$ cat src/hdl/eth_frame_defs.svh
`ifndef ETH_FRAME_DEFS_SVH
`define ETH_FRAME_DEFS_SVH

// Sample words carried in every frame
`define EF_SAMPLES 8

// Buffer depths
`define EF_EVT_DEPTH 64
`define EF_L1A_DEPTH 16

// Almost-full margin on the sample buffer
`define EF_FLAG_MARGIN 4

// Fixed trailer words
`define EF_MARKER_WORD 16'h700C
`define EF_END_WORD 16'h7FFF

// Top nibble of the status word
`define EF_STATUS_TAG 4'h7

`endif

$ cat src/hdl/eth_frame_pkg.sv
`default_nettype none

package eth_frame_pkg;

	typedef struct packed {
		logic phase;
		logic [23:0] num;
	} l1a_rec_t;

	typedef struct packed {
		logic ovlp;
		logic [11:0] data;
	} smp_rec_t;

	typedef struct packed {
		logic [2:0] zero;
		logic phase; // Only set in the high half
		logic [11:0] num;
	} trg_half_t;

	typedef struct packed {
		logic zero;
		logic novlp; // Inverted overlap flag
		logic [1:0] pad;
		logic [11:0] data;
	} smp_word_t;

	typedef union packed {
		trg_half_t trg;
		smp_word_t smp;
	} frame_word_u;

	// Frame order
	typedef enum logic [2:0] {
		HDR_HI,
		HDR_LO,
		SAMPLE,
		CRC,
		MARKER,
		STATUS,
		END
	} word_sel_e;

	// One 13-bit data step of the CRC-15, written as shifted copies of data and state
	function automatic logic [14:0] crc15_d13(input logic [12:0] d, input logic [14:0] c);
		logic [14:0] c_up;
		c_up = {1'b0, c[14:1]} & 15'h7ffe;
		return {2'b00, d} ^ {1'b0, d, 1'b0} ^ c_up ^ {c[1:0], c[14:2]};
	endfunction

endpackage

`default_nettype wire

$ cat src/hdl/frame_step_if.sv
`timescale 1ns/1ps
`default_nettype none

interface frame_step_if;
	import eth_frame_pkg::*;

	logic step;
	word_sel_e sel;
	logic first; // HDR_HI step of a frame
	logic accept;

	modport seq (
		output step,
		output sel,
		output first,
		input accept
	);

	modport asm (
		input step,
		input sel,
		input first,
		output accept
	);

endinterface

`default_nettype wire

$ cat src/hdl/event_fifo.sv
`timescale 1ns/1ps
`default_nettype none
`include "eth_frame_defs.svh"

module event_fifo #(
	parameter int WIDTH = 13,
	parameter int DEPTH = 64,
	parameter int AFULL_MARGIN = 4
) (
	input wire RCLK,
	input wire RST_RESYNC,
	input wire push_i,
	input wire [WIDTH-1:0] din_i,
	output logic full_o,
	input wire pop_i,
	output logic [WIDTH-1:0] dout_o,
	output logic empty_o,
	output logic [$clog2(DEPTH):0] count_o,
	output logic amt_o,
	output logic afl_o
);
	localparam int AW = $clog2(DEPTH);

	logic [WIDTH-1:0] mem [DEPTH];
	logic [AW-1:0] wr_ptr_q;
	logic [AW-1:0] rd_ptr_q;
	logic [AW:0] count_q;
	logic [AW:0] count_nxt;
	logic full_q;
	logic wr_en;
	logic rd_en;

	assign wr_en = push_i & ~full_q;
	assign rd_en = pop_i & ~empty_o;
	assign empty_o = (count_q == '0);
	assign full_o = full_q;
	assign dout_o = mem[rd_ptr_q]; // Show-ahead head
	assign count_o = count_q;
	assign amt_o = (count_q < (AW+1)'(`EF_SAMPLES));
	assign afl_o = (count_q >= (AW+1)'(DEPTH - AFULL_MARGIN));

	always_comb begin
		case ({wr_en, rd_en})
			2'b10: count_nxt = count_q + 1'b1;
			2'b01: count_nxt = count_q - 1'b1;
			default: count_nxt = count_q;
		endcase
	end

	always_ff @(posedge RCLK) begin
		if (wr_en)
			mem[wr_ptr_q] <= din_i;
	end

	always_ff @(posedge RCLK or posedge RST_RESYNC) begin
		if (RST_RESYNC) begin
			wr_ptr_q <= '0;
			rd_ptr_q <= '0;
			count_q <= '0;
			full_q <= 1'b1; // Reads as full while in reset
		end else begin
			if (wr_en)
				wr_ptr_q <= (wr_ptr_q == AW'(DEPTH - 1)) ? '0 : wr_ptr_q + 1'b1;
			if (rd_en)
				rd_ptr_q <= (rd_ptr_q == AW'(DEPTH - 1)) ? '0 : rd_ptr_q + 1'b1;
			count_q <= count_nxt;
			full_q <= (count_nxt == (AW+1)'(DEPTH));
		end
	end

	a_no_pop_empty: assert property (@(posedge RCLK) disable iff (RST_RESYNC)
		pop_i |-> !empty_o);
	a_no_push_full: assert property (@(posedge RCLK) disable iff (RST_RESYNC)
		push_i |-> !full_o);

endmodule

`default_nettype wire

$ cat src/hdl/frame_sequencer.sv
`timescale 1ns/1ps
`default_nettype none
`include "eth_frame_defs.svh"

module frame_sequencer (
	input wire RCLK,
	input wire RST_RESYNC,
	frame_step_if.seq st,
	input wire l1a_empty_i,
	input wire smp_empty_i,
	input wire smp_amt_i,
	output logic l1a_pop_o,
	output logic smp_pop_o
);
	import eth_frame_pkg::*;

	localparam int CW = $clog2(`EF_SAMPLES + 1);

	logic run_q;
	word_sel_e sel_q;
	logic [CW-1:0] smp_cnt_q;
	logic frame_rdy;
	logic adv;
	logic last_smp;

	// Trigger waiting and enough samples for a whole frame
	assign frame_rdy = ~l1a_empty_i & ~smp_empty_i & ~smp_amt_i;

	assign st.step = run_q | frame_rdy;
	assign st.sel = sel_q;
	assign st.first = st.step & (sel_q == HDR_HI);

	assign adv = st.step & st.accept;
	assign last_smp = (smp_cnt_q == CW'(`EF_SAMPLES - 1));

	assign smp_pop_o = adv & (sel_q == SAMPLE);
	assign l1a_pop_o = adv & (sel_q == END); // Trigger leaves with the end word

	always_ff @(posedge RCLK or posedge RST_RESYNC) begin
		if (RST_RESYNC) begin
			run_q <= 1'b0;
			sel_q <= HDR_HI;
			smp_cnt_q <= '0;
		end else begin
			if (!run_q && frame_rdy)
				run_q <= 1'b1;
			else if (adv && sel_q == END)
				run_q <= 1'b0;

			if (adv) begin
				case (sel_q)
					HDR_HI: sel_q <= HDR_LO;
					HDR_LO: begin
						sel_q <= SAMPLE;
						smp_cnt_q <= '0;
					end
					SAMPLE: begin
						smp_cnt_q <= smp_cnt_q + 1'b1;
						if (last_smp)
							sel_q <= CRC;
					end
					CRC: sel_q <= MARKER;
					MARKER: sel_q <= STATUS;
					STATUS: sel_q <= END;
					default: sel_q <= HDR_HI; // END wraps to next frame
				endcase
			end
		end
	end

	// Buffer count was checked at frame start, so the samples must still be there
	a_smp_present: assert property (@(posedge RCLK) disable iff (RST_RESYNC)
		(st.step && st.sel == SAMPLE) |-> !smp_empty_i);

endmodule

`default_nettype wire

$ cat src/hdl/frame_assembler.sv
`timescale 1ns/1ps
`default_nettype none
`include "eth_frame_defs.svh"

module frame_assembler (
	input wire RCLK,
	input wire RST_RESYNC,
	frame_step_if.asm st,
	input wire eth_frame_pkg::l1a_rec_t l1a_head_i,
	input wire eth_frame_pkg::smp_rec_t smp_head_i,
	input wire [4:0] l1a_count_i,
	input wire warn_i,
	output logic [15:0] txd_o,
	output logic txd_vld_o,
	input wire txd_rdy_i
);
	import eth_frame_pkg::*;

	logic [15:0] txd_q;
	logic vld_q;
	logic [14:0] crc_q;
	logic load;
	frame_word_u frm_word;

	// Register free now or emptied this cycle
	assign st.accept = ~vld_q | txd_rdy_i;
	assign load = st.step & st.accept;

	assign txd_o = txd_q;
	assign txd_vld_o = vld_q;

	always_comb begin
		frm_word = '0;
		case (st.sel)
			HDR_HI: begin
				frm_word.trg.phase = l1a_head_i.phase;
				frm_word.trg.num = l1a_head_i.num[23:12];
			end
			HDR_LO: frm_word.trg.num = l1a_head_i.num[11:0];
			SAMPLE: begin
				frm_word.smp.novlp = ~smp_head_i.ovlp;
				frm_word.smp.data = smp_head_i.data;
			end
			CRC: frm_word = {1'b0, crc_q};
			MARKER: frm_word = `EF_MARKER_WORD;
			STATUS: frm_word = {`EF_STATUS_TAG, l1a_head_i.num[5:0], l1a_count_i, warn_i};
			default: frm_word = `EF_END_WORD;
		endcase
	end

	// Restarts on every frame header
	always_ff @(posedge RCLK) begin
		if (load && st.first)
			crc_q <= '0;
		else if (load && st.sel == SAMPLE)
			crc_q <= crc15_d13({1'b0, smp_head_i.data}, crc_q);
	end

	always_ff @(posedge RCLK) begin
		if (load)
			txd_q <= frm_word;
	end

	always_ff @(posedge RCLK or posedge RST_RESYNC) begin
		if (RST_RESYNC)
			vld_q <= 1'b0;
		else if (load)
			vld_q <= 1'b1;
		else if (txd_rdy_i)
			vld_q <= 1'b0; // Word taken by the link
	end

	a_hold_stall: assert property (@(posedge RCLK) disable iff (RST_RESYNC)
		(txd_vld_o && !txd_rdy_i) |=> (txd_vld_o && $stable(txd_o)));

endmodule

`default_nettype wire

$ cat src/hdl/eth_frame_top.sv
`timescale 1ns/1ps
`default_nettype none
`include "eth_frame_defs.svh"

module eth_frame_top (
	input wire RCLK,
	input wire RST_RESYNC,
	input wire eth_frame_pkg::l1a_rec_t l1a_i,
	input wire l1a_vld_i,
	output logic l1a_rdy_o,
	input wire eth_frame_pkg::smp_rec_t smp_i,
	input wire smp_vld_i,
	output logic smp_rdy_o,
	input wire warn_i,
	output logic [15:0] txd_o,
	output logic txd_vld_o,
	input wire txd_rdy_i,
	output logic evt_buf_amt_o,
	output logic evt_buf_afl_o
);
	import eth_frame_pkg::*;

	l1a_rec_t l1a_head;
	smp_rec_t smp_head;
	logic l1a_full;
	logic l1a_empty;
	logic l1a_pop;
	logic [$clog2(`EF_L1A_DEPTH):0] l1a_count;
	logic smp_full;
	logic smp_empty;
	logic smp_pop;
	logic smp_amt;

	frame_step_if u_step ();

	assign l1a_rdy_o = ~l1a_full;
	assign smp_rdy_o = ~smp_full;
	assign evt_buf_amt_o = smp_amt;

	event_fifo #(
		.WIDTH($bits(l1a_rec_t)),
		.DEPTH(`EF_L1A_DEPTH),
		.AFULL_MARGIN(`EF_FLAG_MARGIN)
	) u_l1a_fifo (
		.RCLK(RCLK),
		.RST_RESYNC(RST_RESYNC),
		.push_i(l1a_vld_i & l1a_rdy_o),
		.din_i(l1a_i),
		.full_o(l1a_full),
		.pop_i(l1a_pop),
		.dout_o(l1a_head),
		.empty_o(l1a_empty),
		.count_o(l1a_count),
		.amt_o(),
		.afl_o()
	);

	event_fifo #(
		.WIDTH($bits(smp_rec_t)),
		.DEPTH(`EF_EVT_DEPTH),
		.AFULL_MARGIN(`EF_FLAG_MARGIN)
	) u_smp_fifo (
		.RCLK(RCLK),
		.RST_RESYNC(RST_RESYNC),
		.push_i(smp_vld_i & smp_rdy_o),
		.din_i(smp_i),
		.full_o(smp_full),
		.pop_i(smp_pop),
		.dout_o(smp_head),
		.empty_o(smp_empty),
		.count_o(),
		.amt_o(smp_amt),
		.afl_o(evt_buf_afl_o)
	);

	frame_sequencer u_seq (
		.RCLK(RCLK),
		.RST_RESYNC(RST_RESYNC),
		.st(u_step.seq),
		.l1a_empty_i(l1a_empty),
		.smp_empty_i(smp_empty),
		.smp_amt_i(smp_amt),
		.l1a_pop_o(l1a_pop),
		.smp_pop_o(smp_pop)
	);

	frame_assembler u_asm (
		.RCLK(RCLK),
		.RST_RESYNC(RST_RESYNC),
		.st(u_step.asm),
		.l1a_head_i(l1a_head),
		.smp_head_i(smp_head),
		.l1a_count_i(l1a_count),
		.warn_i(warn_i),
		.txd_o(txd_o),
		.txd_vld_o(txd_vld_o),
		.txd_rdy_i(txd_rdy_i)
	);

endmodule

`default_nettype wire

$ cat config.mk
export PLATFORM = sky130hd
export DESIGN_NAME = eth_frame_top
export DESIGN_NICKNAME = d
export VERILOG_FILES = /design/src/hdl/eth_frame_pkg.sv /design/src/hdl/frame_step_if.sv /design/src/hdl/event_fifo.sv /design/src/hdl/frame_sequencer.sv /design/src/hdl/frame_assembler.sv /design/src/hdl/eth_frame_top.sv
export VERILOG_INCLUDE_DIRS = /design/src /design/src/hdl
export SDC_FILE = /design/constraint.sdc
export NUM_CORES = 1
export LEC_CHECK = 0
export BUFFER_PORTS_ARGS = -buffer_cell sky130_fd_sc_hd__clkbuf_2
export CAP_MARGIN = 0
export CORE_MARGIN = 4
export CORE_UTILIZATION = 57
export DETAILED_ROUTE_END_ITERATION = 8
export PLACE_DENSITY_LB_ADDON = 0.12
export REMOVE_ABC_BUFFERS = 1
export SETUP_SLACK_MARGIN = 0.2
export SYNTH_ARGS = -nofsm -noshare
export SYNTH_HDL_FRONTEND = slang
export SYNTH_HIERARCHICAL = 1
export SYNTH_SLANG_ARGS = --single-unit
$ cat constraint.sdc
create_clock -name RCLK -period 3.7 [get_ports RCLK]
set_input_delay 0.185 -clock RCLK [delete_from_list [all_inputs] [get_ports RCLK]]
set_output_delay 0.185 -clock RCLK [all_outputs]
set_load 0.01 [all_outputs]
==> impl_metrics.env, run 1 <==
export IMPL_finalPower_mw=44.1
export IMPL_min_from="smp_i[8]"
export IMPL_dr_total_vias=26707
export IMPL_p_clk_share_pct=28.7
export IMPL_final_common_cell="edfxtp_1"
export IMPL_numCtsBuffers=133
export IMPL_setup_ws_ns=0.298
export IMPL_insertion_delay_ns=0.74
export IMPL_core_area_um2=89100
export IMPL_antenna_found_initial=1
export IMPL_pwr_share_seq_pct=41.2
export IMPL_power_switching_mw=13.4
export IMPL_clk_pin_slew_ns=0.06
export IMPL_grt_max_degree=64
export IMPL_switching_share_pct=30.4
export IMPL_status="finished, final reports clean"
export IMPL_vdd_ir_drop_worst_uv=509
export IMPL_synth_area_um2=51500
export IMPL_cp_num_buf_inv=2
export IMPL_critPathMaxFanout=6
export IMPL_max_freq_ghz=0.294
export IMPL_crit_path_cell_trace="or4_4, nor4_4, nor3_2, buf_4, o21ai_2, nor2_1, o41ai_4, inv_2, ha_4, fa_2, nand3_2, a21boi_1, or4_4, a211oi_2"
export IMPL_rows=109
export IMPL_initial_core_util_pct=57.8
export IMPL_maxCapViolCount=0
export IMPL_totalWireLength_um=123000
export IMPL_postRouteAntennaNets=0
export IMPL_htreeDepth=4
export IMPL_drtPass1Iterations=6
export IMPL_fin_crit_sh_pct=92.0
export IMPL_final_max_slew_viol_count=0
export IMPL_intPower_mw=30.7
export IMPL_drt_iter0_drc=3124
export IMPL_drc=0
export IMPL_cpPeakStageDelay_ns=0.56
export IMPL_cts_sinks=1305
export IMPL_io_buffer_count=63
export IMPL_place_inst=3853
export IMPL_mostFrequentLayoutCells="edfxtp_1 (1247), mux4_2 (275), buf_4 (229), clkbuf_16 (133), a22oi_1 (109)"
export IMPL_tightest_slew_ns=1.08
export IMPL_synth_area_per_cell_um2=20.4
export IMPL_met3_usage_pct=4.42
export IMPL_grt_overflow_total=0
export IMPL_grtUsageMet1_pct=38.0
export IMPL_worst_setup_path_end_kind="flip-flop"
export IMPL_busiest_layer="met2"
export IMPL_timing_rr_end="u_l1a_fifo/full_o"
export IMPL_cp_start_kind="flip-flop"
export IMPL_tritoncts="built"
export IMPL_syn_to_final_growth_pct=15.4
export IMPL_critPathSlowestCell="or4_4"
export IMPL_clock_path_buffers=3
export IMPL_syn_instance_count=2526
export IMPL_powerDensity_nw_per_um2=742
export IMPL_grt_pass1_wl_um=182000
export IMPL_hpwl_um=74900
export IMPL_ff2ff_setup_slack_ns=0.30
export IMPL_path_common_cell="or4_4"
export IMPL_fin_crit_ns=3.40
export IMPL_rsz0062_at_grt="true"
export IMPL_finalSetupViolCount=0
export IMPL_layout_nets=2926
export IMPL_crit_type="reg -> reg"
export IMPL_synth_warnings=6
export IMPL_routabilityCongestion=0.876
export IMPL_ios=65
export IMPL_slew_headroom_pct=27.7
export IMPL_power_frac_comb_pct=30.1
export IMPL_reg2reg_depth=14
export IMPL_viasPerCell=6.46
export IMPL_fin_cells=4133
export IMPL_min_path_cells=1
export IMPL_clock_skew_ns=0.0213
export IMPL_die_area_um2=95200
export IMPL_grtUsageMet2_pct=42.6
export IMPL_p_leak_nw=19.5
export IMPL_place_ws_ns=-0.151
export IMPL_hp_class="in -> reg"
export IMPL_grtUsageTotal_pct=26.4
export IMPL_clockRootBuffer="clkbuf_16"
export IMPL_reg2reg_from="u_smp_fifo/count_o[3]"
export IMPL_avgRoutedWirePerCell_um=29.7
export IMPL_arrival_ns=4.06
export IMPL_min_to="u_smp_fifo/mem[18][8]"
export IMPL_die_x_um=309
export IMPL_worstPathRequired_ns=4.35
export IMPL_drive_above_1_share_pct=28.9
export IMPL_crit_family="simple AND/OR/NAND/NOR gates"
export IMPL_die_height_um=309
export IMPL_finalHoldViolations=0
export IMPL_grt_pass1_vias=27179
-- flip-flops by register name (all words and copies together), names as in the netlist, 5 cells and up --
signal,count
u_smp_fifo/wr_ptr_q,6
u_l1a_fifo/count_o,5
u_smp_fifo/count_o,7
u_smp_fifo/mem,832
u_l1a_fifo/mem,400
u_smp_fifo/rd_ptr_q,6
u_asm/crc_q,15
u_asm/txd_o,15
-- layer usage --
layer / part of all wire, % / up-vias
met5: 0 / -
met1: 41 / 14122
met3: 7.4 / 198
met2: 49 / 1146
met4: 2.6 / 0
li1: - / 11241
-- cell type report --
type                       count  area, um2
antenna                        1       2.50
clock buffer                 164       3470
clock inverter                76        644
fill                        5780      29700
inverter                      24       90.1
multi-input combinational   1050      12100
sequential                  1305      38800
tap                         1165       1460
timing repair buffer         348       2830
-- worst max path at each step --
stage / start / to / slack, ns / depth (start not counted)
after floorplan: u_smp_fifo/rd_ptr_q[0] / u_asm/crc_q[10] / -6.83 / 8
after global placement: u_smp_fifo/count_o[3] / u_smp_fifo/full_o / -0.02 / 14
after detailed placement: u_smp_fifo/count_o[3] / u_smp_fifo/full_o / -0.15 / 15
after CTS: u_smp_fifo/count_o[3] / u_smp_fifo/full_o / 0.17 / 15
after global routing: u_smp_fifo/count_o[3] / u_smp_fifo/full_o / 0.14 / 15
final: u_smp_fifo/count_o[3] / u_l1a_fifo/full_o / 0.30 / 14
-- what timing repair did --
item	in CTS	in global routing
cloned	0	0
hold buffers	33	0
hold endpoints to repair	468	0
setup buffers	4	2
gates resized for setup	24	28
setup endpoints to repair	10	20
pin swaps	7	7
-- per-stage QoR --
| step | TNS [ns] | hold slack [ns] | utilization, % | area, um2 |
|---|---|---|---|---|
| floorplan | -207.25 | -0.0863 | - | 50700 |
| global placement | -0.0211 | 0.0916 | 61.3 | 54600 |
| detailed placement | -0.331 | 0.0886 | 61.3 | 54600 |
| CTS | 0 | 0.0407 | 66.5 | 59200 |
| global route | 0 | 0.0721 | 66.7 | 59400 |
| finish | 0 | 0.0547 | 66.7 | 59400 |
-- power groups by stage --
stage	Combinational, mW	Clock, mW	Sequential (mW)
3_3_place_gp	12.6	0	18.4
2_1_floorplan	6.95	0	19.1
5_1_grt	14.1	13.6	18.2
4_1_cts	13.1	12.9	18.1
3_5_place_dp	12.8	0	18.4
6_report	13.3	12.7	18.2
-- worst register-to-register path: stages (launching register included) --
cell	delay [ns]
dfrtp_1	0.38
or4_4	0.56
nor4_4	0.20
nor3_2	0.08
buf_4	0.17
o21ai_2	0.13
nor2_1	0.09
o41ai_4	0.06
inv_2	0.10
ha_4	0.20
fa_2	0.37
nand3_2	0.10
a21boi_1	0.09
or4_4	0.56
a211oi_2	0.22
Power figures use the tool's default switching activity.
==> inputs of run 2 (changes only) <==
--- a/config.mk
+++ b/config.mk
@@ -9,7 +9,7 @@
 export BUFFER_PORTS_ARGS = -buffer_cell sky130_fd_sc_hd__clkbuf_2
 export CAP_MARGIN = 0
 export CORE_MARGIN = 4
-export CORE_UTILIZATION = 57
+export CORE_UTILIZATION = 63
 export DETAILED_ROUTE_END_ITERATION = 8
 export PLACE_DENSITY_LB_ADDON = 0.12
 export REMOVE_ABC_BUFFERS = 1
==> constraint.sdc (replaced) <==
create_clock -name RCLK -period 3.5 [get_ports RCLK]
set_input_delay 0.175 -clock RCLK [delete_from_list [all_inputs] [get_ports RCLK]]
set_output_delay 0.175 -clock RCLK [all_outputs]
set_load 0.01 [all_outputs]
==> run 2 against run 1 <==
- die area decreased by 9.3%
- sequential share of layout area decreased by 0.37 points
- critical path depth increased by 1
- total power increased by 7.2%
==> impl_metrics.env, run 2 (synthesis results as in run 1) <==
export IMPL_hpwl_um=73300
export IMPL_clock_skew_ns=0.0207
export IMPL_finalHoldViolations=0
export IMPL_numCtsBuffers=130
export IMPL_finalSetupViolCount=0
export IMPL_power_frac_comb_pct=31.0
export IMPL_avgRoutedWirePerCell_um=30.2
export IMPL_grt_pass1_wl_um=183000
export IMPL_status="finished, final reports clean"
export IMPL_regMostFlops="u_smp_fifo/mem"
export IMPL_max_freq_ghz=0.294
export IMPL_routabilityCongestion=0.843
export IMPL_maxCapViolCount=0
export IMPL_final_max_slew_viol_count=0
export IMPL_pwr_share_seq_pct=40.4
export IMPL_htreeDepth=4
export IMPL_switching_share_pct=30.2
export IMPL_clock_path_buffers=3
export IMPL_die_area_um2=86400
export IMPL_intPower_mw=33.0
export IMPL_final_area_um2=59700
export IMPL_multi_input_area_um2=12100
export IMPL_cts_sinks=1305
export IMPL_drtPass1Iterations=6
export IMPL_cp_num_buf_inv=2
export IMPL_path_common_cell="ha_4"
export IMPL_rows=104
export IMPL_postRouteAntennaNets=0
export IMPL_mostFrequentLayoutCells="edfxtp_1 (1247), mux4_2 (275), buf_4 (269), clkbuf_16 (139), a22oi_1 (103)"
export IMPL_nFillCells=4513
export IMPL_clk_pin_slew_ns=0.06
export IMPL_grt_pass1_vias=27471
export IMPL_final_common_cell="edfxtp_1"
export IMPL_drive_above_1_share_pct=30.5
export IMPL_worstPathRequired_ns=4.13
export IMPL_final_util_pct=73.9
export IMPL_die_x_um=294
export IMPL_tns_ns=0
export IMPL_vdd_ir_drop_worst_uv=558
export IMPL_drt_iter0_drc=3045
export IMPL_layout_nets=2964
export IMPL_busiest_layer="met2"
export IMPL_die_height_um=294
export IMPL_cpPeakStageDelay_ns=0.56
export IMPL_grt_overflow_total=0
export IMPL_io_buffer_count=63
export IMPL_core_area_um2=80800
export IMPL_power_switching_mw=14.3
export IMPL_rsz0062_at_grt="true"
export IMPL_antenna_found_initial=2
export IMPL_drc=0
export IMPL_cp_start_kind="flip-flop"
export IMPL_initial_core_util_pct=63.7
export IMPL_hp_class="in -> async"
export IMPL_seqCellArea_um2=38800
export IMPL_post_dp_cell_area_um2=54600
export IMPL_largestRegisters="u_smp_fifo/mem (832), u_l1a_fifo/mem (400)"
export IMPL_slew_headroom_pct=15.8
export IMPL_grt_max_degree=65
export IMPL_dr_total_vias=26871
export IMPL_crit_family="simple AND/OR/NAND/NOR gates"
export IMPL_worst_setup_path_end_kind="flip-flop"
export IMPL_ios=65
export IMPL_fin_crit_sh_pct=97.1
export IMPL_p_clk_share_pct=28.6
export IMPL_crit_path_cell_trace="or4_4, nor4_4, nor3_2, nor2_1, inv_1, and2_1, o41a_1, ha_4, ha_4, buf_4, a21o_1, a31o_2, a2111oi_2, nand3b_1, nor4b_4"
export IMPL_clockRootBuffer="clkbuf_16"
export IMPL_grtUsageMet2_pct=47.0
export IMPL_syn_to_final_growth_pct=16.0
export IMPL_largest_reg_flops=832
export IMPL_met3_usage_pct=5.40
export IMPL_totalWireLength_um=123000
export IMPL_critPathMaxFanout=7
export IMPL_tritoncts="built"
export IMPL_p_leak_nw=19.7
export IMPL_arrival_ns=4.03
export IMPL_fin_crit_ns=3.40
export IMPL_viasPerCell=6.61
export IMPL_grtUsageMet1_pct=41.4
export IMPL_insertion_delay_ns=0.71
export IMPL_crit_type="reg -> reg"
export IMPL_critPathSlowestCell="or4_4"
export IMPL_powerDensity_nw_per_um2=791
export IMPL_grtUsageTotal_pct=29.1
export IMPL_tightest_slew_ns=1.26
[run 2: changes by cell type in the layout (fill, tap and decap cells not counted), sizes merged]
cell / before / now
buf: 253 / 293
clkbuf: 226 / 234
clkinvlp: 2 / 4
inv: 33 / 26
clkinv: 59 / 53
dlygate4sd3: 33 / 31
bufinv: 6 / 7
[run 2: worst reg2reg max path: stages (launching register included)]
cell       delay [ns]
dfrtp_1          0.37
or4_4            0.56
nor4_4           0.21
nor3_2           0.08
nor2_1           0.14
inv_1            0.08
and2_1           0.14
o41a_1           0.15
ha_4             0.23
ha_4             0.22
buf_4            0.14
a21o_1           0.15
a31o_2           0.24
a2111oi_2        0.33
nand3b_1         0.23
nor4b_4          0.07
[run 2: repair_timing]
action	in CTS	in global routing
buffers inserted	19	9
hold buffers	31	0
gates cloned	0	2
pin swaps	18	13
endpoints found under the hold margin	448	0
resized for setup	42	30
setup endpoints to repair	29	29
[run 2: final cells by class]
| class | instances | share of cell area (%) |
|---|---|---|
| clock inverter | 66 | 0.953 |
| clock buffer | 169 | 6.04 |
| multi-input combinational | 1050 | 20.3 |
| sequential | 1305 | 65.0 |
| inverter | 24 | 0.151 |
| antenna | 1 | 0.00419 |
| timing repair buffer | 389 | 5.30 |
| tap | 1060 | 2.22 |
[run 2: path summary, 6_finish.rpt]
check                                           start                      to  slack (ns)  depth (start not counted)
min in group RCLK                            smp_i[5]   u_smp_fifo/mem[17][5]        0.13                          1
worst min register to register         u_asm/crc_q[1]         u_asm/crc_q[14]        0.50                          2
worst max register to register  u_smp_fifo/count_o[4]       u_smp_fifo/full_o        0.10                         15
worst min-delay path                       RST_RESYNC   u_l1a_fifo/count_o[4]        0.09                          3
max in group asynchronous                  RST_RESYNC  u_smp_fifo/rd_ptr_q[0]        2.33                          3
worst max-delay path            u_smp_fifo/count_o[4]       u_smp_fifo/full_o        0.10                         15
[run 2: per-layer routing]
metal  up-vias  part of all wire, %
li1      11308                    -
met1     13985                   38
met2      1369                   50
met3       209                  8.7
met4         0                  2.9
met5         -                    0
[run 2: through the flow]
stage | total power, mW | std cells | worst slack, ns | hold slack, ns
2_1_floorplan | 27.3 | 2379 | -7.03 | -0.0963
3_3_place_gp | 32.8 | 3767 | -0.184 | 0.0362
3_5_place_dp | 33.1 | 3767 | -0.304 | 0.0480
4_1_cts | 47.0 | 4052 | 0.140 | 0.0680
5_1_grt | 49.1 | 4063 | -0.104 | 0.121
6_report | 47.3 | 4064 | 0.101 | 0.0934
[run 2: power by group through the flow]
stage | clock network (mW) | registers (mW) | logic (mW)
floorplan | 0 | 20.2 | 7.19
global placement | 0 | 19.4 | 13.4
detailed placement | 0 | 19.5 | 13.6
CTS | 13.7 | 19.1 | 14.2
global route | 14.4 | 19.2 | 15.5
finish | 13.5 | 19.1 | 14.7
